--- src/common/pc_pkg.sv ---
`default_nettype none

package pc_pkg;

   // datapath and register file geometry
   localparam int unsigned xlen       = 64;
   localparam int unsigned reg_count  = 32;
   localparam int unsigned reg_addr_w = $clog2(reg_count);

   localparam logic [xlen-1:0] reset_vector = 64'h0000_0000_8000_0000; // also ebreak target
   localparam logic [xlen-1:0] pc_step      = 64'd4;

   // branch comparisons, same codes as funct3
   typedef enum logic [2:0] {
      cmp_eq  = 3'd0,
      cmp_ne  = 3'd1,
      cmp_lt  = 3'd4,
      cmp_ge  = 3'd5,
      cmp_ltu = 3'd6,
      cmp_geu = 3'd7
   } cmp_op_e;

   // decoded control for the next-pc logic
   typedef struct packed {
      logic    branch;
      logic    jump;
      logic    jalr;    // valid with jump
      logic    ebreak;
      cmp_op_e cmp_op;  // valid with branch
   } pc_ctrl_t;

endpackage

`default_nettype wire

--- src/hw/branch_cmp.sv ---
`timescale 1ns/1ps
`default_nettype none

module branch_cmp
   import pc_pkg::*;
(
   input  wire logic [xlen-1:0] a,
   input  wire logic [xlen-1:0] b,
   input  wire cmp_op_e         op,
   output logic                 cond
);

   logic is_eq;
   logic is_lt;
   logic is_ltu;

   assign is_eq  = (a == b);
   assign is_lt  = ($signed(a) < $signed(b));
   assign is_ltu = (a < b);

   always_comb begin
      case (op)
         cmp_eq: begin
            cond = is_eq;
         end
         cmp_ne: begin
            cond = !is_eq;
         end
         cmp_lt: begin
            cond = is_lt;
         end
         cmp_ge: begin
            cond = !is_lt;
         end
         cmp_ltu: begin
            cond = is_ltu;
         end
         cmp_geu: begin
            cond = !is_ltu;
         end
         default: begin
            cond = 1'b0; // codes 2 and 3
         end
      endcase
   end

   // comparison code comes straight from decode
   always_comb begin
      assert final (!$isunknown(op))
         else $error("branch_cmp: op is unknown");
   end

endmodule

`default_nettype wire

--- config.mk ---
export PLATFORM = sky130hd
export DESIGN_NAME = branch_cmp
export DESIGN_NICKNAME = d
export VERILOG_FILES = /design/src/common/pc_pkg.sv /design/src/hw/branch_cmp.sv
export SDC_FILE = /design/constraint.sdc
export NUM_CORES = 1
export LEC_CHECK = 0
export BUFFER_PORTS_ARGS = -buffer_cell sky130_fd_sc_hd__buf_2
export CAP_MARGIN = 15
export CORE_ASPECT_RATIO = 0.75
export CORE_MARGIN = 2
export CORE_UTILIZATION = 38
export DETAILED_ROUTE_END_ITERATION = 8
export PLACE_DENSITY = 0.86
export SKIP_LAST_GASP = 1
export SLEW_MARGIN = 20
export SYNTH_ARGS = -nofsm -noshare
export SYNTH_HDL_FRONTEND = slang
export SYNTH_SLANG_ARGS = --single-unit
--- constraint.sdc ---
create_clock -name vclk -period 2.1
set_clock_uncertainty 0.1 [all_clocks]
set_input_delay 0.21 -clock vclk [all_inputs]
set_output_delay 0.21 -clock vclk [all_outputs]
set_load 0.005 [all_outputs]
==> metrics.md <==
| Metric | Value |
|---|---|
| Reg power frac | `0%` |
| Final WL | `between 4 and 5 mm` |
| Fraction of layout cells with a size suffix above 1 | `46.7%` |
| Filler instances | `roughly 380` |
| Area delta synth->final | `60.6%` |
| Failing checks | `negative setup slack` |
| Sequential fraction of the synthesis area | `0%` |
| Min-Delay Startpoint | `op[2]` |
| Worst vdd ir | `around 94 µV` |
| DRT iter0 DRCs | `26` |
| Final worst-path cycle share | `116%` |
| Grt ovf | `0` |
| Via-per-instance ratio | `approximately 4.7` |
| Die W | `between 80 and 90 µm` |
| Post-synth top cells | `inv_1 (65), ha_1 (64), a21oi_1 (27)` |
| Max-capacitance violation count | `0` |
| Share of the core filled with cells | `64.8%` |
| Required time worst endpoint | `1.79 ns` |
| Synthesized netlist cell count | `about 240` |
| Hold Vio Cnt, Final | `0` |
| Drt drc | `0` |
| Crit path max-delay family | `simple AND/OR/NAND/NOR gates` |
| Synth top area share | `between 40% and 50%` |
| Hold Crit Depth | `3` |
| GRT Util Overall | `a little under a fifth` |
| Detail Route Antenna Nets | `0` |
| Post-Syn Area | `1680 µm²` |
| Mapped Avg Cell Area | `about 7 µm²` |
| Worst Path Max Fanout | `2` |
| Hold Path Class | `in2out` |
| Chip height | `a little over 60 µm` |
| Final setup vio count | `1` |
| DR pass1 iterations | `4` |
| Largest net degree at the start of global routing | `4` |
| Slowest stage cell, crit path | `or4b_4` |
| Starting Density | `between 40% and 50%` |
| Sequential cell count | `0` |
| CTS Hold Bufs | `0` |
| YS warnings | `0` |
| Critical path cell sequence | `buf_4 > inv_12 > ha_4 > nor2b_4 > o211ai_2 > a21boi_2 > or4b_4 > a21oi_4 > o221ai_2 > xnor2_1 > a21o_1 > buf_2` |
| Startpoint types | `input port` |
| Synth area leader | `ha_1` |
| Setup_tns | `-0.336 ns` |
| Hold Path End | `cond` |
| CP endpoint kind | `primary output` |
| Worst slack at placement | `-0.398 ns` |
| Core area | `a little over 4000 µm²` |
| Top post-synthesis cells by area | `ha_1 (48%), inv_1 (15%), a21oi_1 (8.1%)` |
| Port buffer count | `about 130` |
| Placed cell areas | `2650 µm²` |
| Status | `finished with violations` |
| Min Tclk post-route | `~2.4 ns` |
| Tightest Pin Transition | `0.348 ns` |
| Count leader, synth | `inv_1` |
| Die area | `roughly 5000 µm²` |
| Power density over the cells | `between 150 and 200 nW/µm²` |
| Post-route cell area | `~2700 µm²` |
| Worst path setup slack after routing | `-0.336 ns` |
| Logic pwr share | `100.0%` |
| Clock buf count | `0` |
| Placer Congestion | `0.810` |
| Slew Limit Fails | `0` |
| Max stage delay on crit path | `~0.52 ns` |
| CP Class | `in2out` |
| Final Net Count | `between 500 and 600` |
| Internal power | `roughly 260 µW` |
| Switching power total | `about 220 µW` |
| First-pass GRT wire length | `between 7 and 8 mm` |
| RSZ-0062 raised after global routing | `yes` |
| Ant. Diodes | `0` |
| Sw Ratio | `approximately 46%` |
| Initial antenna violation count | `0` |
| WL per Instance | `between 10 and 15 µm` |
| Number of global-route vias before repair | `~2000` |
| Total nets after synthesis | `about 430` |
| Row count | `20` |
| Netlist cell types | `29` |
| Hpwl dp | `4.39 mm` |
| Top-level port count | `around 130` |
| Clk network pwr share | `0%` |
| Crit path buf inv count | `3` |
| F_max | `between 0.4 and 0.5 GHz` |
| CP arrival | `about 2.1 ns` |
| Relative slew slack | `about three quarters` |
| Register Area | `0 µm²` |
| P_leak | `between 0.0015 and 0.002 µW` |
| Via count | `2066` |
==> stage by stage <==
stage / hold slack [ns] / cells / power [µW]
global route: 0.618 / 436 / 553
global placement: 0.603 / 434 / 448
finish: 0.607 / 436 / 483
detailed placement: 0.605 / 434 / 468
CTS: 0.607 / 434 / 472
floorplan: 0.422 / 237 / 255
==> area by class of cell <==
cell class	count	area, µm²	area share (%)
inverters	65	259	9.62
multi-input cells	172	1610	59.9
well taps	55	68.8	2.56
repair buffers	144	753	28.0
==> how the worst max path moves through the flow <==
stage | startpoint | slack [ns] | cells past startpoint | to
CTS | b[1] | -0.35 | 12 | cond
detailed placement | b[1] | -0.40 | 12 | cond
global route | b[9] | -0.41 | 12 | cond
floorplan | b[1] | -0.03 | 10 | cond
finish | b[1] | -0.34 | 12 | cond
global placement | b[1] | -0.38 | 12 | cond
==> repair_timing <==
action / CTS / global route
pin swaps: 1 / 5
setup buffers: 0 / 2
resized for setup: 1 / 8
endpoints found under the setup margin: 1 / 1
==> cells in the final DEF (no fill, tap or decap), types with 2 or more instances in the layout <==
master / count
ha_4: 12
nor3_1: 3
nor2_1: 9
a21oi_2: 3
a21o_1: 3
o21ai_1: 2
a211oi_1: 4
inv_1: 57
ha_1: 52
buf_2: 131
nand4_1: 12
xnor2_1: 2
o21ai_0: 7
buf_4: 13
nand3_1: 7
a21oi_1: 24
inv_2: 6
nand2_1: 15
==> power by group through the flow <==
stage | clock network, µW | registers, µW | logic (µW)
after global placement | 0 | 0 | 448
after global routing | 0 | 0 | 553
final | 0 | 0 | 483
after detailed placement | 0 | 0 | 468
after floorplan | 0 | 0 | 255
after CTS | 0 | 0 | 472
==> routing by layer <==
layer / vias to the layer above / global-route usage, % / part of all wire, %
met2: 75 / 37.3 / 48
met1: 882 / 21.3 / 44
li1: 1107 / - / -
met5: - / 0 / 0
met4: 0 / 1.69 / 0.45
met3: 2 / 1.47 / 7.8
==> cells by family (layout without fill, tap and decap cells) <==
| kind of cell | Yosys count | count (layout) | share of synthesized area (%) |
|---|---|---|---|
| simple gates | 55 | 55 | 18.2 |
| buf+inv | 65 | 209 | 14.6 |
| fa+ha+maj | 64 | 64 | 47.8 |
| xor+xnor | 3 | 3 | 1.57 |
| compound gates | 50 | 50 | 17.9 |
Power figures use the tool's default switching activity.
