===== config.mk =====
export PLATFORM = sky130hd
export DESIGN_NAME = gpr_file
export DESIGN_NICKNAME = d
export VERILOG_FILES = /design/src/common/pc_pkg.sv /design/src/hw/gpr_file.sv
export SDC_FILE = /design/constraint.sdc
export NUM_CORES = 2
export LEC_CHECK = 0
export BUFFER_PORTS_ARGS = -buffer_cell sky130_fd_sc_hd__buf_4
export CORE_MARGIN = 5
export CORE_UTILIZATION = 53
export CTS_BUF_LIST = sky130_fd_sc_hd__clkbuf_16
export DETAILED_ROUTE_END_ITERATION = 10
export GPL_TIMING_DRIVEN = 1
export PLACE_DENSITY = 0.74
export SETUP_SLACK_MARGIN = 0.4
export SLEW_MARGIN = 20
export SYNTH_ARGS = -nofsm -noshare
export SYNTH_HDL_FRONTEND = slang
export SYNTH_SLANG_ARGS = --single-unit
export TNS_END_PERCENT = 100

===== constraint.sdc =====
create_clock -name clk -period 2.99 [get_ports clk]
set_clock_uncertainty 0.05 [all_clocks]
set_input_delay 0.4485 -clock clk [delete_from_list [all_inputs] [get_ports clk]]
set_output_delay 0.4485 -clock clk [all_outputs]
set_load 0.02 [all_outputs]

===== src/common/pc_pkg.sv =====
`default_nettype none

package pc_pkg;

   // datapath and register file geometry
   localparam int unsigned xlen       = 64;
   localparam int unsigned reg_count  = 32;
   localparam int unsigned reg_addr_w = $clog2(reg_count);

   localparam logic [xlen-1:0] reset_vector = 64'h0000_0000_8000_0000; // also ebreak target
   localparam logic [xlen-1:0] pc_step      = 64'd4;

   // branch comparisons, same codes as funct3
   typedef enum logic [2:0] {
      cmp_eq  = 3'd0,
      cmp_ne  = 3'd1,
      cmp_lt  = 3'd4,
      cmp_ge  = 3'd5,
      cmp_ltu = 3'd6,
      cmp_geu = 3'd7
   } cmp_op_e;

   // decoded control for the next-pc logic
   typedef struct packed {
      logic    branch;
      logic    jump;
      logic    jalr;    // valid with jump
      logic    ebreak;
      cmp_op_e cmp_op;  // valid with branch
   } pc_ctrl_t;

endpackage

`default_nettype wire


===== src/hw/gpr_file.sv =====
`timescale 1ns/1ps
`default_nettype none

module gpr_file
   import pc_pkg::*;
(
   input  wire logic                  clk,
   input  wire logic                  rst_n,
   input  wire logic [reg_addr_w-1:0] rs1,
   input  wire logic [reg_addr_w-1:0] rs2,
   output logic      [xlen-1:0]       rs1_data,
   output logic      [xlen-1:0]       rs2_data,
   input  wire logic                  wr_en,
   input  wire logic [reg_addr_w-1:0] wr_addr,
   input  wire logic [xlen-1:0]       wr_data
);

   logic [xlen-1:0] regs [reg_count];
   logic            wr_ok;

   assign wr_ok = wr_en && (wr_addr != '0); // x0 is read only

   always_ff @(posedge clk or negedge rst_n) begin
      if (!rst_n) begin
         for (int i = 0; i < reg_count; i++) begin
            regs[i] <= '0;
         end
      end else if (wr_ok) begin
         regs[wr_addr] <= wr_data;
      end
   end

   // no bypass, a same-cycle write shows up next cycle
   assign rs1_data = regs[rs1];
   assign rs2_data = regs[rs2];

   a_x0_zero: assert property (@(posedge clk) disable iff (!rst_n)
      (rs1 == '0) |-> (rs1_data == '0))
      else $error("gpr_file: x0 read back %h", rs1_data);

endmodule

`default_nettype wire


==> impl_results.md <==
- Outcome: finished with violations
- Violations in the final reports: setup timing
- Worst hold-check path type: in -> reg
- Number of nets with antenna violations after routing: 0
- Antenna violations before repair: 13
- Die footprint: 212000 µm²
- Fraction of final layout cells sized beyond drive strength 1: 64.7%
- Clock latency at the later pin of the worst-skew pair: 0.86 ns
- Post-layout minimum cycle time: 3.25 ns
- Met1 Usage GRT: 43.2%
- Worst slew margin: 29.7%
- Number of search-and-repair iterations in the first detailed-routing pass: 5
- Routed length per instance: 33.9 µm
- Placed Instances: 9103
- Number of cells on the worst hold path: 2
- Data arrival time at the worst-slack endpoint: 2.75 ns
- Sequential area share after synthesis: 47.6%
- Total track usage: 31.3%
- Met3 global-route usage: 5.58%
- Bufs on Longest Clock Path: 3
- Worst Max-Slew Pin Slew: 1.05 ns
- Largest registers in the final layout: regs: 2048 flops
- Number of global-route vias before repair: 70.8k
- Largest fanout on the critical path: 3
- Average instance area after synthesis: 16.5 µm²
- Clock tree root buffer cell: clkbuf_16
- Routed vias: 67.4k
- Critical path type: reg -> out
- Number of remaining DRC errors: 0
- Register-to-register setup slack: 1.91 ns
- Element type at the critical path end: output pin
- Growth of design area from synthesis to finish: 18.3%
- Post-DP Area: 116000 µm²
- Final-layout worst hold slack: 0.0465 ns
- Total overflow reported by the global router: 0
- Biggest register: regs
- Met2 demand-to-capacity share in global routing: 49.6%
- DP Worst Slack: -0.337 ns
- Post-Syn Nets: 6596
- RSZ-0062 raised after global routing: yes
- Destination of the worst hold path: regs[1816]
- Startpoint Class: flop
- Count of routing violations after the opening detailed-route iteration: 6868
- Initial standard-cell utilization of the core: 53.3%
- Final Cell Area: 127000 µm²
- Core box area: 202000 µm²
- Die width: 461 µm
- Number of clock sinks: 2048
- Max Clk Rate: 308 MHz
- GP Congestion: 0.844
- Vertical die dimension: 461 µm
- Maximum number of pins on one net before global-route repair: 166
- Capture instance of the worst register-to-register path: regs[523]
- Count of cell types in the netlist: 31
- CTS buffer count: 213
- DP HPWL: 201000 µm
- Leakage power: 55.4 nW
- Quantity of I/O buffers inserted on ports: 209
- Number of vias per cell after detailed routing: 6.91
- Worst reg2reg path startpoint: regs[523]
- Total negative setup slack: -15.18 ns
- Overall power: 84.2 mW
- Busiest metal layer after global routing: met2
- Total setup violations reported at the end of the flow: 107
- Yosys synthesis warning count: 0
- Largest voltage drop on the vdd net: 0.714 mV
- TritonCTS clock tree: done
- Min setup slack post-route: -0.257 ns
- Data required time of the critical path: 2.49 ns
- Depth of the most critical reg-to-reg path: 3
- Post-Route WL: 330000 µm
- Area of the mapped netlist: 108000 µm²
- Max Cap Violations: 0
- Hold_sp: wr_data[24]
- Clock-pin slew on the worst setup and hold paths: 0.06 ns
- # nets final: 6970
- Synthesized instance count: 6514
- Seq cells post-synth: 2048
- Power per Cell Area: 660 nW/µm²
- Number of levels the H-tree was split into: 4
- I/O pin cnt: 210
- Slew Limit Fails: 0
- Number of rows created at floorplan: 165
- Post-route clock period utilization: 109%
- Final core area utilization: 63.0%
- Final hold violations: 0
- First-pass GRT wire length: 489000 µm
- Layout Cells excl Fill: 9751
- Number of flip-flops in the largest register: 2048
cell type report:
class                           instances  area [µm²]
Clock inverter                        182        1660
Inverter                                1        6.26
Multi-Input combinational cell       3692       55000
Sequential cell                      2048       51200
Timing Repair Buffer                  932       10700
Clock buffer                          216        5410
Antenna cell                            8        20.0
Tap cell                             2672        3340
Fill cell                           14100       74700
synth_stat cells:
| cell type | count | area share, % |
|---|---|---|
| mux2_2 | 2103 | 22 |
| o31ai_1 | 4 | 0.028 |
| nand2b_1 | 5 | 0.029 |
| mux2i_1 | 144 | 1.3 |
| buf_6 | 5 | 0.052 |
| nand2_1 | 22 | 0.077 |
| a221oi_1 | 35 | 0.28 |
| and3_1 | 7 | 0.041 |
| a221o_1 | 25 | 0.23 |
| and2_1 | 1 | 0.0058 |
| buf_2 | 210 | 0.98 |
| and2_0 | 2 | 0.012 |
| mux4_2 | 1144 | 24 |
| buf_4 | 37 | 0.26 |
| o22ai_1 | 60 | 0.35 |
| nor2b_1 | 20 | 0.12 |
| nor2_1 | 26 | 0.091 |
| a21oi_1 | 8 | 0.037 |
| nand4_1 | 2 | 0.012 |
| o22a_1 | 4 | 0.033 |
| nor3_2 | 4 | 0.037 |
| mux2_1 | 49 | 0.51 |
| clkbuf_1 | 473 | 1.6 |
| a211oi_1 | 4 | 0.028 |
| dfrtp_1 | 2048 | 48 |
| inv_2 | 1 | 0.0035 |
| a22o_1 | 8 | 0.065 |
| buf_1 | 48 | 0.17 |
| nor3b_1 | 1 | 0.0070 |
| a211o_1 | 8 | 0.065 |
| nand3_1 | 6 | 0.028 |
cell usage in the layout, fill, tap and decap left out, types with 12 or more instances in the layout:
cell type         n
o22ai_1          19
buf_16           12
inv_1            39
mux2_1           49
clkinv_1         46
nor2b_1          17
mux4_2         1144
a221oi_4         27
mux2_2         1994
nor2_4           14
bufinv_16        26
buf_4           478
clkbuf_16       218
clkinv_2         40
o22ai_4          30
buf_12          207
buf_6           162
mux2_4          109
dlygate4sd3_1    64
a221o_1          21
dfrtp_1        2048
clkinvlp_4       12
mux2i_1         134
worst max-delay path by stage:
stage / startpoint / end / slack (ns) / cells past startpoint
after global placement: rs2[0] / rs2_data[0] / -0.37 / 8
after detailed placement: rs2[0] / rs2_data[1] / -0.34 / 8
after floorplan: rs1[1] / rs1_data[1] / 0.24 / 6
after CTS: regs[1674] / rs1_data[10] / -0.29 / 4
final: regs[140] / rs1_data[12] / -0.26 / 4
after global routing: regs[140] / rs1_data[12] / -0.30 / 4
critical path, cell delays in order (launching register included):
cell and delay [ns]:
dfrtp_1 0.41, mux4_2 0.50, mux4_2 0.49, mux2_4 0.33, buf_6 0.15
per-layer routing:
| metal | vias to the layer above | share of wire [%] |
|---|---|---|
| met5 | - | 0.0064 |
| met4 | 4 | 5.1 |
| met3 | 787 | 7.5 |
| met2 | 3105 | 48 |
| met1 | 37100 | 40 |
| li1 | 26300 | - |
timing repair:
action                                   CTS  global route
endpoints found under the hold margin   2406             0
endpoints found under the setup margin   128           128
pin swaps                                 51            31
resized for setup                        277            74
hold buffers                              64             0
gates cloned                               2             2
buffers inserted                         116            57
report_power, final:
part           switching, mW  leakage, nW  internal (mW)  total, mW
registers               3.99         26.3           33.0       37.0
clock network           11.7         3.59           15.4       27.1
logic                   7.54         25.6           12.6       20.1
cell families (layout without fill, tap and decap cells):
logic type             count (synthesis)  count (layout)  share of synthesized area, %
buffers and inverters                774            1331                          3.10
DFF                                 2048            2048                          47.6
AOI/OAI and AO/OA                    156             156                          1.12
muxes                               3440            3440                          47.7
and+or+nand+nor                       96              96                         0.454
other                                  0               8                             0
Note: power is estimated with default switching activity, not from simulation.
