File: config.mk
export PLATFORM = sky130hd
export DESIGN_NAME = next_pc_sel
export DESIGN_NICKNAME = d
export VERILOG_FILES = /design/src/common/pc_pkg.sv /design/src/hw/next_pc_sel.sv
export SDC_FILE = /design/constraint.sdc
export NUM_CORES = 1
export LEC_CHECK = 0
export ABC_AREA = 0
export ABC_CLOCK_PERIOD_IN_PS = 4700
export BUFFER_PORTS_ARGS = -buffer_cell sky130_fd_sc_hd__buf_2
export CAP_MARGIN = 20
export CORE_MARGIN = 5
export CORE_UTILIZATION = 47
export CTS_BUF_LIST = sky130_fd_sc_hd__clkbuf_8
export DETAILED_ROUTE_END_ITERATION = 10
export PLACE_DENSITY = 0.71
export SYNTH_ARGS = -nofsm -noshare
export SYNTH_HDL_FRONTEND = slang
export SYNTH_SLANG_ARGS = --single-unit
export TNS_END_PERCENT = 100
File: constraint.sdc
create_clock -name clk -period 4.7 [get_ports clk]
set_input_delay 0.47 -clock clk [delete_from_list [all_inputs] [get_ports clk]]
set_output_delay 0.47 -clock clk [all_outputs]
set_load 0.02 [all_outputs]
File: src/common/pc_pkg.sv
`default_nettype none

package pc_pkg;

   // datapath and register file geometry
   localparam int unsigned xlen       = 64;
   localparam int unsigned reg_count  = 32;
   localparam int unsigned reg_addr_w = $clog2(reg_count);

   localparam logic [xlen-1:0] reset_vector = 64'h0000_0000_8000_0000; // also ebreak target
   localparam logic [xlen-1:0] pc_step      = 64'd4;

   // branch comparisons, same codes as funct3
   typedef enum logic [2:0] {
      cmp_eq  = 3'd0,
      cmp_ne  = 3'd1,
      cmp_lt  = 3'd4,
      cmp_ge  = 3'd5,
      cmp_ltu = 3'd6,
      cmp_geu = 3'd7
   } cmp_op_e;

   // decoded control for the next-pc logic
   typedef struct packed {
      logic    branch;
      logic    jump;
      logic    jalr;    // valid with jump
      logic    ebreak;
      cmp_op_e cmp_op;  // valid with branch
   } pc_ctrl_t;

endpackage

`default_nettype wire

File: src/hw/next_pc_sel.sv
`timescale 1ns/1ps
`default_nettype none

module next_pc_sel
   import pc_pkg::*;
(
   input  wire logic            clk,
   input  wire logic            rst_n,
   input  wire pc_ctrl_t        ctrl,
   input  wire logic [xlen-1:0] imm,
   input  wire logic [xlen-1:0] curr_pc,
   input  wire logic            cond,
   input  wire logic [xlen-1:0] rs1_data,
   input  wire logic            ld_hazard,
   input  wire logic [xlen-1:0] fwd_data,
   output logic      [xlen-1:0] next_pc,
   output logic                 redirect,
   output logic                 jalr_stall,
   output logic                 pc_load
);

   logic            jalr_pend;  // jalr waiting on load data
   logic [xlen-1:0] seq_pc;
   logic [xlen-1:0] rel_pc;
   logic [xlen-1:0] jalr_sum;
   logic [xlen-1:0] fwd_sum;

   assign seq_pc   = curr_pc + pc_step;
   assign rel_pc   = curr_pc + imm;
   assign jalr_sum = rs1_data + imm;
   assign fwd_sum  = fwd_data + imm;

   always_ff @(posedge clk or negedge rst_n) begin
      if (!rst_n) begin
         jalr_pend <= 1'b0;
      end else begin
         jalr_pend <= jalr_stall;
      end
   end

   always_comb begin
      next_pc    = seq_pc;
      redirect   = 1'b0;
      jalr_stall = 1'b0;
      pc_load    = 1'b1;
      if (ctrl.branch) begin
         if (cond) begin
            next_pc  = rel_pc; // taken
            redirect = 1'b1;
         end
      end else if (ctrl.jump && !ctrl.jalr) begin
         next_pc  = rel_pc; // jal
         redirect = 1'b1;
      end else if (ctrl.jump && ctrl.jalr) begin
         if (ld_hazard) begin
            next_pc    = curr_pc;
            jalr_stall = 1'b1; // base not ready yet
            pc_load    = 1'b0;
         end else begin
            next_pc  = {jalr_sum[xlen-1:1], 1'b0};
            redirect = 1'b1;
         end
      end else if (jalr_pend) begin
         next_pc  = {fwd_sum[xlen-1:1], 1'b0}; // base from load
         redirect = 1'b1;
      end else if (ctrl.ebreak) begin
         next_pc  = reset_vector;
         redirect = 1'b1;
      end
   end

   // a stalled jalr must finish on the next cycle
   a_no_double_stall: assert property (@(posedge clk) disable iff (!rst_n)
      jalr_stall |=> !jalr_stall)
      else $error("next_pc_sel: jalr_stall on consecutive cycles");

   a_stall_is_jalr: assert property (@(posedge clk) disable iff (!rst_n)
      jalr_stall |-> (ctrl.jump && ctrl.jalr))
      else $error("next_pc_sel: jalr_stall without jalr");

   // caller keeps control quiet while the delayed jalr completes
   a_quiet_after_stall: assert property (@(posedge clk) disable iff (!rst_n)
      jalr_stall |=> !(ctrl.branch || ctrl.jump || ctrl.jalr || ctrl.ebreak))
      else $error("next_pc_sel: new control in the cycle after a stall");

endmodule

`default_nettype wire

==> results.txt, run 1 <==
The flow ran to the end, but the final reports show violations. The checks that failed: setup timing. Clock-pin slew was measured on the worst setup and hold paths at 0 ns. The biggest fanout along the worst timing path came out at 6. The post-synthesis instance area came out at 15200 um2.

In this run, the number of DRC markers left after iteration 0 of detailed routing was 2626. After floorplanning, the core was divided into 65 placement rows. The mean area per synthesized cell is 6.44 um2. The worst setup path is launched from a primary input. The combined flip-flop and latch cell area came out at 25.0 um2. The overall fraction of global-route tracks in use came out at 0.398. The proportion of synthesized chip area in sequential cells is 0.00165. In this run the most used layer during global routing was met2. The required arrival time at the worst endpoint came out at 4.23 ns. The number of detailed-route iterations in the first pass is 8. The number of instances in the synthesized netlist is 2362.

In the final routed layout, each cell accounts on average for 25.1 um. The via count of the first global-routing pass came out at 19200. The post-CTS repair timing setup buffer count came out at 0. The ratio of final minimum period to clock period came out at 1.01. The starting density of the core is 0.479.

The overall die area came out at 36100 um2. The number of setup violations in the final report is 1. The number of filler cells placed in the layout came out at 3313. The post-route minimum period is 4.72 ns. The overall die width came out at 190 um. The worst hold-check path type is primary input to async pin. For met2 alone, demand over resource in global routing was 0.619. The area of the placeable core came out at 31700 um2.

The DRC violation count after routing came out at 0. Once detailed placement completed, the half-perimeter wirelength came to 64400 um. The final count of pins violating max slew came to 0. The detailed-route wire length is 77300 um. The global placement routability congestion is 1.06. The boundary pin count came out at 334. The die extent in y came out at 190 um. The area of the multi-input gates is 14500 um2. In this run the remaining antenna-violating nets after routing total 0. After global routing the overflow that remains totals 0. The worst pin sits at a relative slew slack of 0.462.

In the global route stage, met3 resource usage came out at 0.0741. More flip-flops sit in one register than any other, and that register is jalr_pend. The number of buffer cells added on primary ports is 330. The count of state elements after synthesis came out at 1. Counting flops with a built-in enable in the synthesized netlist gives 0. The average vias per placed instance is 6.78. Compared with the post-synthesis result, the final layout area differs by 16.2%. The smallest setup slack after layout is -0.0244 ns.

The count of max-cap constraint violations came out at 0. The number of cells in the design after placement is 3067. The highest clock frequency the design can meet is 212 MHz.

The flip-flop count of the largest register, all copies and words added was 1. In the final layout, the share of cells above drive strength 1 is 0.179. The number of synthesis warnings is 0. The largest registers in the layout are jalr_pend (1).

The routed layout has 20800 vias. The arrival time at the worst endpoint came out at 4.25 ns. The transition at the pin with the smallest max-transition slack came out at 0.799 ns. The total count of hold-check failures in the final report is 0.

Setup repair after global routing left no endpoint under its margin. The critical path capture point type is a primary output. The non-filler instance count after layout came out at 3073. The post-synthesis net count is 2820. The critical path class is primary input to primary output. Of all flip-flops after synthesis, the portion carrying an async set or reset was 1.00. The global-route track usage on met1 came out at 0.531. The final net count came out at 3126. The initial antenna violation count was 5.

For this design, the CTS-stage hold fixing added 0 buffers. The pin count of the biggest net entering global routing came out at 61. The global-route wire length before repair came out at 113000 um.

The count of cell types in the netlist came out at 89. For this run, the leading register cell type out of synthesis is sky130_fd_sc_hd__dfrtp_1.
==> critical path, stage by stage <==
cell	delay (ns)
sky130_fd_sc_hd__buf_2	0.14
sky130_fd_sc_hd__ha_1	0.38
sky130_fd_sc_hd__a21o_1	0.22
sky130_fd_sc_hd__a221oi_2	0.40
sky130_fd_sc_hd__o211ai_2	0.20
sky130_fd_sc_hd__a31oi_1	0.64
sky130_fd_sc_hd__o31a_1	0.38
sky130_fd_sc_hd__o41a_1	0.39
sky130_fd_sc_hd__o21ai_1	0.18
sky130_fd_sc_hd__a211oi_1	0.34
sky130_fd_sc_hd__xnor2_1	0.12
sky130_fd_sc_hd__o221ai_1	0.18
sky130_fd_sc_hd__buf_2	0.21
==> per-stage QoR <==
step           utilization  worst slack (ns)  hold WS [ns]  TNS, ns  instance area, um2
2_1_floorplan            -             0.818         0.174        0               15200
3_3_place_gp         0.556             0.126         0.246        0               17600
3_5_place_dp         0.556            0.0843         0.248        0               17600
4_1_cts              0.556            0.0754         0.247        0               17600
5_1_grt              0.557           0.00715         0.254        0               17700
6_report             0.557           -0.0244         0.248  -0.0244               17700
==> metal layers <==
layer | wire [um] | vias to the layer above
met4 | 4470 | 2
li1 | - | 9592
met1 | 30600 | 9611
met3 | 9210 | 256
met2 | 33000 | 1386
met5 | 83 | -
==> area by class of cell <==
type,count,area share
well taps,402,0.0285
inverters,69,0.0147
flip-flops and latches,1,0.00142
multi-input cells,2167,0.819
repair buffers,429,0.136
diodes,5,0.000708
==> kinds of logic after synthesis <==
group                      after synthesis  synth area share
DFF                                      1           0.00165
adders and majority gates              191             0.159
AOI/OAI and AO/OA                      978             0.415
xor gates and xnor gates               217             0.125
buffers and inverters                  194            0.0488
muxes                                   20            0.0134
and+or+nand+nor                        761             0.238
==> how the worst max path moves through the flow <==
stage / cells past startpoint / slack (ns) / endpoint / startpoint
6_report: 13 / -0.02 / next_pc[63] / imm[8]
5_1_grt: 13 / 0.007 / next_pc[63] / imm[8]
4_1_cts: 15 / 0.08 / next_pc[52] / imm[0]
3_5_place_dp: 15 / 0.08 / next_pc[52] / imm[0]
3_3_place_gp: 15 / 0.13 / next_pc[52] / imm[0]
2_1_floorplan: 13 / 0.82 / next_pc[60] / rs1_data[0]
==> layout by cell type, fill, tap and decap left out, drive strengths merged, types with 7 or more instances in the layout <==
| cell type | n |
|---|---|
| buf | 429 |
| a21oi | 296 |
| nand2 | 263 |
| o21ai | 219 |
| ha | 188 |
| nor2 | 167 |
| xnor2 | 113 |
| xor2 | 104 |
| a21o | 96 |
| nand4 | 71 |
| nand3 | 70 |
| inv | 68 |
| nor3 | 46 |
| a31oi | 44 |
| a211oi | 43 |
| o21bai | 37 |
| and3 | 34 |
| a221oi | 29 |
| o211ai | 27 |
| and2 | 21 |
| a22oi | 21 |
| o221ai | 19 |
| o21a | 18 |
| nor4 | 18 |
| nand2b | 17 |
| mux2i | 17 |
| and4 | 16 |
| o22ai | 15 |
| a21boi | 14 |
| nor2b | 12 |
| o31a | 11 |
| o31ai | 11 |
| a221o | 10 |
| a2111oi | 10 |
| a31o | 8 |
| or2 | 7 |
==> cells in the mapped netlist (all sizes together), types with 29 or more instances <==
master	n	area, um2
a221oi	29	267
clkbuf	107	404
xor2	104	911
nor3	46	235
xnor2	113	990
a211oi	43	338
o21bai	37	282
a21oi	296	1500
nor2	167	629
nand2	263	987
o21ai	219	1100
and3	34	213
a31oi	44	275
a21o	96	721
nand4	71	444
ha	188	2350
nand3	70	350
inv	68	255
==> what timing repair did <==
action / in CTS / in global routing
gates resized for setup: 0 / 5
setup endpoints to repair: 0 / 5
hold endpoints to repair: 0 / 0
==> run 2: changes to the inputs <==
--- a/config.mk
+++ b/config.mk
@@ -14,6 +14,7 @@
 export CTS_BUF_LIST = sky130_fd_sc_hd__clkbuf_8
 export DETAILED_ROUTE_END_ITERATION = 10
 export PLACE_DENSITY = 0.71
+export RECOVER_POWER = 25
 export SYNTH_ARGS = -nofsm -noshare
 export SYNTH_HDL_FRONTEND = slang
 export SYNTH_SLANG_ARGS = --single-unit
==> run 2 against run 1 <==
- the run still ends with setup timing left
- critical endpoint is now next_pc[40]
- highest routed layer unchanged
- die area is the same
- final cell count stayed put
- maximum frequency fell by 0.20%
- flip-flop and latch count stayed put
- worst setup slack got worse by 0.0093 ns
==> results.txt, run 2 (synthesis results as in run 1) <==
The count of max-cap constraint violations came out at 0. Data on the critical path is required at its endpoint by 4.23 ns. The detailed-route wire length came out at 77300 um.

The post-detailed-placement half-perimeter wirelength is 64400 um. The library cells used most frequently in the layout, excluding fill and tap cells, are sky130_fd_sc_hd__buf_2 (322), sky130_fd_sc_hd__a21oi_1 (293), sky130_fd_sc_hd__nand2_1 (263), sky130_fd_sc_hd__o21ai_0 (210), sky130_fd_sc_hd__ha_1 (188). The clock transition at the registers of the reported paths came out at 0 ns.

The overall die area came out at 36100 um2. The total count of hold-check failures in the final report came to 0. The number of filler cells placed in the layout is 3326. The final net count is 3126. The area of the placeable core came out at 31700 um2.

The post-CTS repair timing setup buffer count came out at 0. The instance count on the critical path came out at 13. Leaving out fill and tap cells, the most frequent cell in the layout is sky130_fd_sc_hd__buf_2. The number of buffer cells added on primary ports is 330.

The initial antenna violation count came out at 5. The DRC violation count after routing came out at 0. The register with the most flip-flops in the final layout is jalr_pend. The critical path buffer and inverter count came out at 6.

The worst-case headroom to the max-slew limit is 0.0797. The final reports fail on setup timing. The die extent in y is 190 um.

The remaining global-route overflow came out at 0. Entering global routing, the biggest net connects 61 pins. The worst setup path is captured at a primary output. The cell seen most often among critical-path stages is sky130_fd_sc_hd__clkbuf_1. The global-route wire length before repair is 113000 um. The flow ran to the end, but the final reports show violations. The via count of the first global-routing pass is 19200. The overall via count from detail_route came out at 20900. The biggest fanout along the worst timing path is 17. The floorplan has 65 rows. The starting density of the core is 0.479. The highest clock frequency the design can meet is 211 MHz. Hold timing on the final database bottoms out at a slack of 0.247 ns.

In the routed layout, each cell is associated on average with a via count of 6.79. The overall die width is 190 um. The average wire per cell in the routed design came out at 25.2 um. The final count of pins violating max slew came out at 0. The critical path's slowest cell is sky130_fd_sc_hd__clkbuf_1. The largest registers in the layout are jalr_pend (1). The smallest setup slack after layout is -0.0336 ns. In the global route stage, overall resource usage came out at 0.398. The area overhead of the layout relative to synthesis came out at 15.9%. Walking the worst path, the cells encountered are clkbuf_1 > nand2_1 > clkbuf_1 > nor2_1 > clkbuf_1 > and2_1 > buf_4 > inv_1 > o21ai_0 > a22o_1 > a21oi_1 > o221ai_1 > buf_2.

The remaining number of nets flagged by the antenna check after routing came out at 0. The top cell family by delay on the critical path is buffers and inverters. The worst hold-check path type is primary input to async pin. The number of setup violations in the final report came out at 3. The ratio of final minimum period to clock period came out at 1.01. The type of origin of the critical path is a primary input. The number of detailed-route iterations in the first pass is 6. Pin placement for this block handled 334 I/O pins.

For the worst setup path, the data arrival time is 4.26 ns. At the end of routability-driven placement, the weighted congestion stood at 1.06. The flip-flop count of the largest register, all copies and words added came to 1. For the finished layout, the period the worst path requires is 4.73 ns.

In the final layout, the multi-input gates occupy 14500 um2. The layout cell share with drive strength beyond 1 is 0.174. The transition at the pin with the smallest max-transition slack is 1.38 ns. Summed over all failing endpoints, the final setup total negative slack is -0.0619 ns. The critical path is of the primary input to primary output type. For this block, the initial DRC count from the detailed router was 2514. The delay of the slowest critical-path stage is 0.98 ns.

The combined flip-flop and latch cell area is 25.0 um2.
==> run 2: stage by stage <==
| stage | setup slack [ns] | util | std cells | instance area (um2) |
|---|---|---|---|---|
| 6_report | -0.0336 | 0.556 | 3073 | 17600 |
| 5_1_grt | -0.0153 | 0.556 | 3072 | 17600 |
| 3_5_place_dp | 0.0843 | 0.556 | 3067 | 17600 |
| 4_1_cts | 0.0754 | 0.556 | 3067 | 17600 |
| 2_1_floorplan | 0.818 | - | 2362 | 15200 |
| 3_3_place_gp | 0.126 | 0.556 | 3067 | 17600 |
==> run 2: final cells by class <==
class,count,share of cell area
Antenna cell,5,0.000710
Multi-Input combinational cell,2167,0.821
Timing Repair Buffer,429,0.134
Inverter,69,0.0147
Tap cell,402,0.0285
Sequential cell,1,0.00142
==> run 2: layer usage <==
metal / vias to the layer above / share of wire / track usage
met5: - / 0.00098 / 0.0179
met4: 2 / 0.056 / 0.181
met3: 247 / 0.11 / 0.0741
met2: 1376 / 0.43 / 0.619
met1: 9639 / 0.40 / 0.531
li1: 9587 / - / -
==> run 2: worst max-delay path by stage <==
stage             endpoint   startpoint  slack [ns]
2_1_floorplan  next_pc[60]  rs1_data[0]        0.82
3_3_place_gp   next_pc[52]       imm[0]        0.13
3_5_place_dp   next_pc[52]       imm[0]        0.08
4_1_cts        next_pc[52]       imm[0]        0.08
5_1_grt        next_pc[40]      ctrl[5]       -0.02
6_report       next_pc[40]      ctrl[5]       -0.03
==> run 2: what timing repair did <==
item,in CTS,in global routing
resized for setup,0,5
hold buffers,0,0
endpoints found under the setup margin,0,5
