`src/common/pc_pkg.sv`:
```
`default_nettype none

package pc_pkg;

   // datapath and register file geometry
   localparam int unsigned xlen       = 64;
   localparam int unsigned reg_count  = 32;
   localparam int unsigned reg_addr_w = $clog2(reg_count);

   localparam logic [xlen-1:0] reset_vector = 64'h0000_0000_8000_0000; // also ebreak target
   localparam logic [xlen-1:0] pc_step      = 64'd4;

   // branch comparisons, same codes as funct3
   typedef enum logic [2:0] {
      cmp_eq  = 3'd0,
      cmp_ne  = 3'd1,
      cmp_lt  = 3'd4,
      cmp_ge  = 3'd5,
      cmp_ltu = 3'd6,
      cmp_geu = 3'd7
   } cmp_op_e;

   // decoded control for the next-pc logic
   typedef struct packed {
      logic    branch;
      logic    jump;
      logic    jalr;    // valid with jump
      logic    ebreak;
      cmp_op_e cmp_op;  // valid with branch
   } pc_ctrl_t;

endpackage

`default_nettype wire

```
`src/hw/pc_reg.sv`:
```
`timescale 1ns/1ps
`default_nettype none

module pc_reg
   import pc_pkg::*;
(
   input  wire logic            clk,
   input  wire logic            rst_n,
   input  wire logic            ena,
   input  wire logic            load,
   input  wire logic [xlen-1:0] next_pc,
   output logic      [xlen-1:0] pc
);

   logic upd;

   // ena low freezes fetch, load low holds during a stall
   assign upd = ena && load;

   always_ff @(posedge clk or negedge rst_n) begin
      if (!rst_n) begin
         pc <= reset_vector;
      end else if (upd) begin
         pc <= next_pc;
      end
   end

   // every target upstream is kept halfword aligned
   a_pc_aligned: assert property (@(posedge clk) disable iff (!rst_n)
      !pc[0])
      else $error("pc_reg: pc bit 0 set, pc = %h", pc);

endmodule

`default_nettype wire

```
`config.mk`:
```
export PLATFORM = sky130hd
export DESIGN_NAME = pc_reg
export DESIGN_NICKNAME = d
export VERILOG_FILES = /design/src/common/pc_pkg.sv /design/src/hw/pc_reg.sv
export SDC_FILE = /design/constraint.sdc
export NUM_CORES = 1
export LEC_CHECK = 0
export BUFFER_PORTS_ARGS = -buffer_cell sky130_fd_sc_hd__buf_2
export CORE_UTILIZATION = 47
export CTS_BUF_LIST = sky130_fd_sc_hd__clkbuf_16
export CTS_CLUSTER_SIZE = 10
export DETAILED_ROUTE_END_ITERATION = 10
export GPL_TIMING_DRIVEN = 0
export PLACE_DENSITY = 0.84
export RECOVER_POWER = 50
export SLEW_MARGIN = 10
export SYNTH_ARGS = -nofsm -noshare
export SYNTH_HDL_FRONTEND = slang
export SYNTH_SLANG_ARGS = --single-unit
```
`constraint.sdc`:
```
create_clock -name clk -period 1.4 [get_ports clk]
set_input_delay 0.21 -clock clk [delete_from_list [all_inputs] [get_ports clk]]
set_output_delay 0.21 -clock clk [all_outputs]
set_load 0.02 [all_outputs]
```
==> results.txt, run 1 <==
Post-CTS Setup Repair Bufs -> 0
Worst path bufs/invs -> 1
Routed wl met3 -> 361 um
Worst setup EP type -> primary output
RSZ-0062 raised after global routing -> false
Post-Syn Instances -> 135
Max Freq -> 834 MHz
Main combinational cell family by area after synthesis -> multiplexers
Worst min path class -> input port to asynchronous set/reset pin
Fin area -> 0.00339 mm^2
Inserted Diodes -> 0
Final Setup Violations -> 0
DR WL met2 -> 2600 um
DP Area -> 0.00318 mm^2
Worst VDD drop -> 0.00100 V
Drt first pass iters -> 4
CTS resizes -> 0
Peak fanout along the critical path -> 2
Netlist Area Pre-Place -> 0.00244 mm^2
Die W -> 74.0 um
Worst reg2reg startpoint -> pc[9]$_DFFE_PN0P_
Clock Skews -> 0 ps
Iter 0 DRT Violations -> 57
Layout cell share with drive strength beyond 1 -> 72.7%
Syn. warnings -> 0
Worst-Margin Slew -> 787 ps
CTS max path bufs -> 2
Critical path class -> flop to primary output
Grt ovf -> 0
Routability cong. -> 0.655
Multiplexer share of the synthesized area -> 30.4%
Largest net degree at the start of global routing -> 65
Leak -> 1.70 nW
Avg WL per Cell -> 14.4 um
Port Buffers -> 131
Top cells by area, synth -> dfrtp_1, mux2_2, clkbuf_8
Chip height -> 74.0 um
R2R Setup Slk -> 600 ps
Crit path DAT -> 990 ps
Worst-path clk slew -> 50 ps
Post-Synth Simple-Gate Area -> 0.462%
Hold_buf cts -> 0
DRC Markers -> 0
XOR/XNOR share of the synthesized area -> 0%
WP data required -> 1190 ps
CP Launch Type -> flop
Worst skew pair latency -> 320 ps
Total track usage -> 18.6%
Min Tclk post-route -> 1200 ps
I/O pin total -> 132
Seq pwr share -> 41.5%
#FFs+latches synth -> 64
First-pass GRT wire length -> 7360 um
Htree depth -> 3
# clock sinks -> 64
Yosys top cell by area -> dfrtp_1
Crit-path max cell delay -> 520 ps
Final Hold Viols -> 36
Initial antenna violation count -> 0
Placed insts -> 333
Multi-input logic area -> 739 um^2
Internal power -> 3.95 mW
Clock root cell -> clkbuf_16
CTS Buf Count -> 9
Area share of the largest cell type after synthesis -> 64.7%
Status -> complete, but fails checks
Crit path max-delay cell type -> dfstp_2
Max reg flops -> 64
Sequential share of the synthesized area -> 65.8%
Distinct cell type count after synthesis -> 6
Initial Util -> 50.2%
Total net switching power -> 1.48 mW
Hold slack -> -35.4 ps
Drt total wl -> 5020 um
Synth Area in Adders -> 0%
Period utilization -> 85.6%
Syn_area_per_cell -> 18.0 um^2
Proportion of power drawn by combinational gates -> 20.5%
Nets -> 345
Clock power share -> 38.0%
Failing checks -> hold timing
Vias in the first global route -> 1591
Max_cap viols -> 0
Hpwl dp -> 3660 um
Relative slew slack -> 47.5%
Syn_nets -> 203
P per Cell Area -> 1600 mW/mm^2
Pins Over Slew Limit -> 0
CTS tree -> yes
Total die area -> 0.00548 mm^2
Area Overhead vs Synth -> 39.0%
Post-DRT Antenna Nets -> 0
Top sig layer -> met4
Via density -> 4.74
Cells along the critical path -> buf_2
Finished Layout Cells -> 349
Area of the core -> 0.00485 mm^2
Reg-to-reg endpoint -> pc[9]$_DFFE_PN0P_
Filler instances -> 354
Compound-Gate Fraction of Synth Area -> 0%
Vias -> 1655
WL met1 -> 1950 um
Sw frac -> 27.2%
Reg2Reg Depth -> 1
Largest delay share family, worst path -> flip-flops
Seq. cell area -> 0.00160 mm^2
Std-Cell Rows -> 25
[logic make-up after synthesis]
| group | count (synthesis) |
|---|---|
| multiplexers | 64 |
| flip-flops | 64 |
| buffers and inverters | 6 |
| AND/OR/NAND/NOR | 1 |
[Yosys cell counts (all sizes together)]
master  instances
clkbuf          6
dfstp           1
dfrtp          63
nand2           1
mux2           64
[power by group through the flow]
stage | Combinational (mW) | Clock [mW] | Sequential [mW]
floorplan | 0.325 | 0 | 2.63
global placement | 1.13 | 0 | 2.27
detailed placement | 1.15 | 0 | 2.28
CTS | 1.16 | 2.11 | 2.25
global route | 1.19 | 2.17 | 2.29
finish | 1.11 | 2.06 | 2.25
[placed cells by master, fill, tap and decap left out]
| cell type | netlist | routed |
|---|---|---|
| buf_2 | 0 | 129 |
| buf_4 | 0 | 1 |
| bufinv_16 | 0 | 1 |
| clkbuf_1 | 0 | 7 |
| clkbuf_16 | 0 | 9 |
| clkinv_1 | 0 | 2 |
| clkinv_2 | 0 | 2 |
| dfrtp_1 | 63 | 63 |
| dfstp_2 | 1 | 1 |
| inv_1 | 0 | 2 |
| mux2_1 | 0 | 3 |
| mux2_2 | 59 | 59 |
| mux2_4 | 5 | 2 |
| nand2_4 | 1 | 1 |
[metrics by stage]
stage | utilization [%] | setup WS (ps) | TNS, ps | total power, mW
2_1_floorplan | - | 443 | 0 | 2.96
3_3_place_gp | 65.5 | -49.8 | -2920 | 3.39
3_5_place_dp | 65.5 | 215 | 0 | 3.43
4_1_cts | 71.3 | 188 | 0 | 5.52
5_1_grt | 69.8 | 170 | 0 | 5.64
6_report | 69.8 | 201 | 0 | 5.43
[worst max path at each step]
| stage | start | to | slack, ps | depth (start not counted) |
|---|---|---|---|---|
| floorplan | ena | pc[1]$_DFFE_PN0P_ | 440 | 3 |
| global placement | rst_n | pc[14]$_DFFE_PN0P_ | -50 | 1 |
| detailed placement | ena | pc[2]$_DFFE_PN0P_ | 210 | 4 |
| CTS | pc[31]$_DFFE_PN1P_ | pc[31] | 190 | 1 |
| global route | ena | pc[36]$_DFFE_PN0P_ | 170 | 4 |
| finish | pc[31]$_DFFE_PN1P_ | pc[31] | 200 | 1 |
[final cells by class]
| class | count | area share (%) |
|---|---|---|
| timing repair buffer | 131 | 19.4 |
| clock inverter | 7 | 1.63 |
| clock buffer | 9 | 6.65 |
| buffer | 6 | 0.665 |
| sequential | 64 | 47.3 |
| tap | 67 | 2.48 |
| multi-input combinational | 65 | 21.8 |
[layer usage]
metal  global-route usage (%)  vias to the layer above
li1                         -                      760
met1                     21.3                      805
met2                     31.5                       80
met3                     5.28                       10
met4                     10.3                        0
met5                        0                        -
Power figures use the tool's default switching activity.
==> run 2, diff against run 1 <==
- ABC_AREA: not set -> 0
- RECOVER_POWER: 50 -> 100
==> results.txt, run 2 (synthesis gave the netlist of run 1 again) <==
Critical path origin -> pc[31]$_DFFE_PN1P_
CP Launch Type -> flop
Cells along the critical path -> clkbuf_1
Period utilization -> 90.7%
Avg WL per Cell -> 14.5 um
Initial Util -> 50.2%
Fin area -> 0.00331 mm^2
Critical path class -> flop to primary output
Final Setup Violations -> 0
Clock root cell -> clkbuf_16
Total net switching power -> 1.49 mW
Total track usage -> 18.6%
Worst VDD drop -> 0.000992 V
Largest delay share family, worst path -> flip-flops
Vias in the first global route -> 1591
Worst min path class -> input port to asynchronous set/reset pin
CTS Buf Count -> 9
Setup TNS Final -> 0 ps
Iter 0 DRT Violations -> 55
Sw frac -> 27.8%
Relative slew slack -> 47.6%
I/O pin total -> 132
Reg2Reg Depth -> 1
WP data required -> 1190 ps
Area of the core -> 0.00485 mm^2
Post-DRT Antenna Nets -> 0
Commonest cells after routing, fill and taps aside -> clkbuf_1, buf_2, dfrtp_1
CTS resizes -> 0
# clock sinks -> 64
CP Depth -> 1
Drt first pass iters -> 4
Pins Over Slew Limit -> 0
Final Hold Viols -> 36
Commonest non-fill, non-tap cell in the layout -> clkbuf_1
DRC Markers -> 0
Filler instances -> 385
Failing checks -> hold timing
Hold_buf cts -> 0
First-pass GRT wire length -> 7360 um
Hold slack -> -31.2 ps
Placed insts -> 333
Clock Skews -> 0 ps
Crit-path max cell delay -> 520 ps
Port Buffers -> 131
Crit path max-delay cell type -> dfstp_2
Area Overhead vs Synth -> 35.7%
Setup WS post-layout -> 130 ps
CTS max path bufs -> 2
Grt ovf -> 0
Clock power share -> 38.6%
Max reg flops -> 64
Seq. cell area -> 0.00160 mm^2
Hpwl dp -> 3660 um
Worst path bufs/invs -> 1
Routability cong. -> 0.655
Drt total wl -> 5060 um
DP Area -> 0.00318 mm^2
Chip height -> 74.0 um
Worst skew pair latency -> 320 ps
Finished Layout Cells -> 349
Multi-input logic area -> 739 um^2
Htree depth -> 3
Peak fanout along the critical path -> 2
Placement Setup Slack -> 215 ps
Initial antenna violation count -> 0
Worst-path clk slew -> 50 ps
Largest net degree at the start of global routing -> 65
Die W -> 74.0 um
R2R Setup Slk -> 600 ps
Proportion of power drawn by combinational gates -> 19.3%
Worst reg2reg startpoint -> pc[9]$_DFFE_PN0P_
Total die area -> 0.00548 mm^2
Vias -> 1638
Inserted Diodes -> 0
Post-CTS Setup Repair Bufs -> 0
Std-Cell Rows -> 25
Worst setup EP type -> primary output
Status -> complete, but fails checks
CTS tree -> yes
Max_cap viols -> 0
Reg-to-reg endpoint -> pc[9]$_DFFE_PN0P_
RSZ-0062 raised after global routing -> false
Min Tclk post-route -> 1270 ps
Max Freq -> 787 MHz
Internal power -> 3.87 mW
P per Cell Area -> 1620 mW/mm^2
Worst-Margin Slew -> 786 ps
Via density -> 4.69
Leak -> 1.52 nW
Nets -> 345
Crit path DAT -> 1060 ps
Seq pwr share -> 42.1%
Layout cell share with drive strength beyond 1 -> 50.0%
[run 2: how the worst max path moves through the flow]
stage,to,slack [ps]
after CTS,pc[31],190
after detailed placement,pc[2]$_DFFE_PN0P_,210
after floorplan,pc[1]$_DFFE_PN0P_,440
after global placement,pc[14]$_DFFE_PN0P_,-50
after global routing,pc[31],110
final,pc[31],130
[run 2: stage by stage]
step | power (mW) | utilization (%)
global placement | 3.39 | 65.5
floorplan | 2.96 | -
detailed placement | 3.43 | 65.5
global route | 5.57 | 68.2
CTS | 5.52 | 71.3
finish | 5.37 | 68.2
[run 2: power by group through the flow]
stage | clock network, mW | registers (mW) | logic, mW
global placement | 0 | 2.27 | 1.13
detailed placement | 0 | 2.28 | 1.15
global route | 2.17 | 2.29 | 1.11
floorplan | 0 | 2.63 | 0.325
finish | 2.07 | 2.26 | 1.04
CTS | 2.11 | 2.25 | 1.16
[run 2: routing by layer]
layer,vias to the layer above,GRT usage [%],part of all wire (%)
li1,759,-,-
met1,791,21.3,40
met2,79,31.5,51
met3,9,5.28,6.9
met4,0,10.3,1.5
met5,-,0,0
[run 2: cell type report]
type	count	share of cell area [%]
Sequential cell	64	48.5
Multi-Input combinational cell	65	22.4
Timing Repair Buffer	131	17.4
Clock buffer	9	6.81
Tap cell	67	2.54
Clock inverter	7	1.67
Buffer	6	0.681
==> run 3, diff against run 2 <==
- PLACE_DENSITY: 0.84 -> 0.8
==> results.txt, run 3 (synthesis gave the netlist of run 1 again) <==
Max reg flops -> 64
Port Buffers -> 131
Largest delay share family, worst path -> flip-flops
CTS tree -> yes
WP data required -> 1190 ps
CTS Buf Count -> 9
CTS resizes -> 0
Clock root cell -> clkbuf_16
Worst VDD drop -> 0.000851 V
Worst-path clk slew -> 50 ps
CP Depth -> 1
Status -> complete, but fails checks
Period utilization -> 85.0%
Max_cap viols -> 0
Multi-input logic area -> 739 um^2
RSZ-0062 raised after global routing -> false
Commonest non-fill, non-tap cell in the layout -> clkbuf_1
Finished Layout Cells -> 349
Initial Util -> 50.2%
CTS max path bufs -> 2
Reg2Reg Depth -> 1
Setup TNS Final -> 0 ps
I/O pin total -> 132
Area Overhead vs Synth -> 36.0%
Via density -> 4.67
Avg WL per Cell -> 14.2 um
Cells along the critical path -> buf_2
Drt total wl -> 4970 um
Crit-path max cell delay -> 520 ps
Max Freq -> 840 MHz
Layout cell share with drive strength beyond 1 -> 50.7%
Worst setup EP type -> primary output
Failing checks -> hold timing
Clock Skews -> 0 ps
Worst path bufs/invs -> 1
Min Tclk post-route -> 1190 ps
Crit path DAT -> 980 ps
Std-Cell Rows -> 25
Seq. cell area -> 0.00160 mm^2
Leak -> 1.51 nW
Final Hold Viols -> 34
# clock sinks -> 64
Filler instances -> 402
Initial antenna violation count -> 0
Peak fanout along the critical path -> 2
Vias -> 1631
Drt first pass iters -> 4
Chip height -> 74.0 um
Area of the core -> 0.00485 mm^2
Commonest cells after routing, fill and taps aside -> clkbuf_1, buf_2, dfrtp_1
Largest net degree at the start of global routing -> 65
P per Cell Area -> 1630 mW/mm^2
Grt ovf -> 0
DRC Markers -> 0
Final Setup Violations -> 0
Worst min path class -> input port to asynchronous set/reset pin
Die W -> 74.0 um
Nets -> 345
Crit path max-delay cell type -> dfstp_2
Post-CTS Setup Repair Bufs -> 0
Routability cong. -> 0.732
Hold_buf cts -> 0
Hpwl dp -> 3650 um
Hold slack -> -27.7 ps
Relative slew slack -> 47.3%
Critical path class -> flop to primary output
Vias in the first global route -> 1659
Inserted Diodes -> 0
Placed insts -> 333
Worst-Margin Slew -> 791 ps
Worst skew pair latency -> 310 ps
Iter 0 DRT Violations -> 44
Htree depth -> 3
Total track usage -> 19.3%
Total die area -> 0.00548 mm^2
CP Launch Type -> flop
First-pass GRT wire length -> 7640 um
Post-DRT Antenna Nets -> 0
Pins Over Slew Limit -> 0
run 3: changes by cell type in the layout (fill, tap and decap cells not counted), sizes merged:
cell,previous run,this run
inv,2,0
clkinvlp,0,2
run 3: power breakdown:
| group | total (mW) | internal (mW) | switching (mW) |
|---|---|---|---|
| clock | 2.10 | 1.36 | 0.747 |
| sequential | 2.26 | 2.13 | 0.131 |
| combinational | 1.03 | 0.401 | 0.629 |
| total | 5.39 | 3.89 | 1.51 |
run 3: per-stage QoR:
| stage | utilization [%] | setup WS (ps) | power [mW] | area, um^2 |
|---|---|---|---|---|
| after global placement | 65.5 | -82.0 | 3.39 | 3180 |
| after global routing | 68.3 | 171 | 5.64 | 3310 |
| after floorplan | - | 443 | 2.96 | 2440 |
| after CTS | 71.5 | 199 | 5.55 | 3470 |
| final | 68.3 | 209 | 5.39 | 3310 |
| after detailed placement | 65.5 | 225 | 3.43 | 3180 |
run 3: area by class of cell:
type | count | area share, %
Clock buffer | 9 | 6.80
Clock inverter | 7 | 1.89
Tap cell | 67 | 2.53
Multi-Input combinational cell | 65 | 22.3
Buffer | 6 | 0.680
Sequential cell | 64 | 48.4
Timing Repair Buffer | 131 | 17.4
run 3: path summary, 6_finish.rpt:
check | start | endpoint | slack (ps)
min reg2reg | pc[49]$_DFFE_PN0P_ | pc[49]$_DFFE_PN0P_ | 500
max | pc[31]$_DFFE_PN1P_ | pc[31] | 210
max reg2reg | pc[7]$_DFFE_PN0P_ | pc[7]$_DFFE_PN0P_ | 570
max in group asynchronous | rst_n | pc[1]$_DFFE_PN0P_ | 890
min | rst_n | pc[21]$_DFFE_PN0P_ | -30
min in group clk | next_pc[8] | pc[8]$_DFFE_PN0P_ | 120
run 3: metal layers:
layer / routed length, um / track usage (%) / share of wire, %
met3: 271 / 5.69 / 5.5
met5: 0 / 0 / 0
met4: 77 / 8.97 / 1.6
met1: 1910 / 21.0 / 38
met2: 2710 / 34.4 / 55
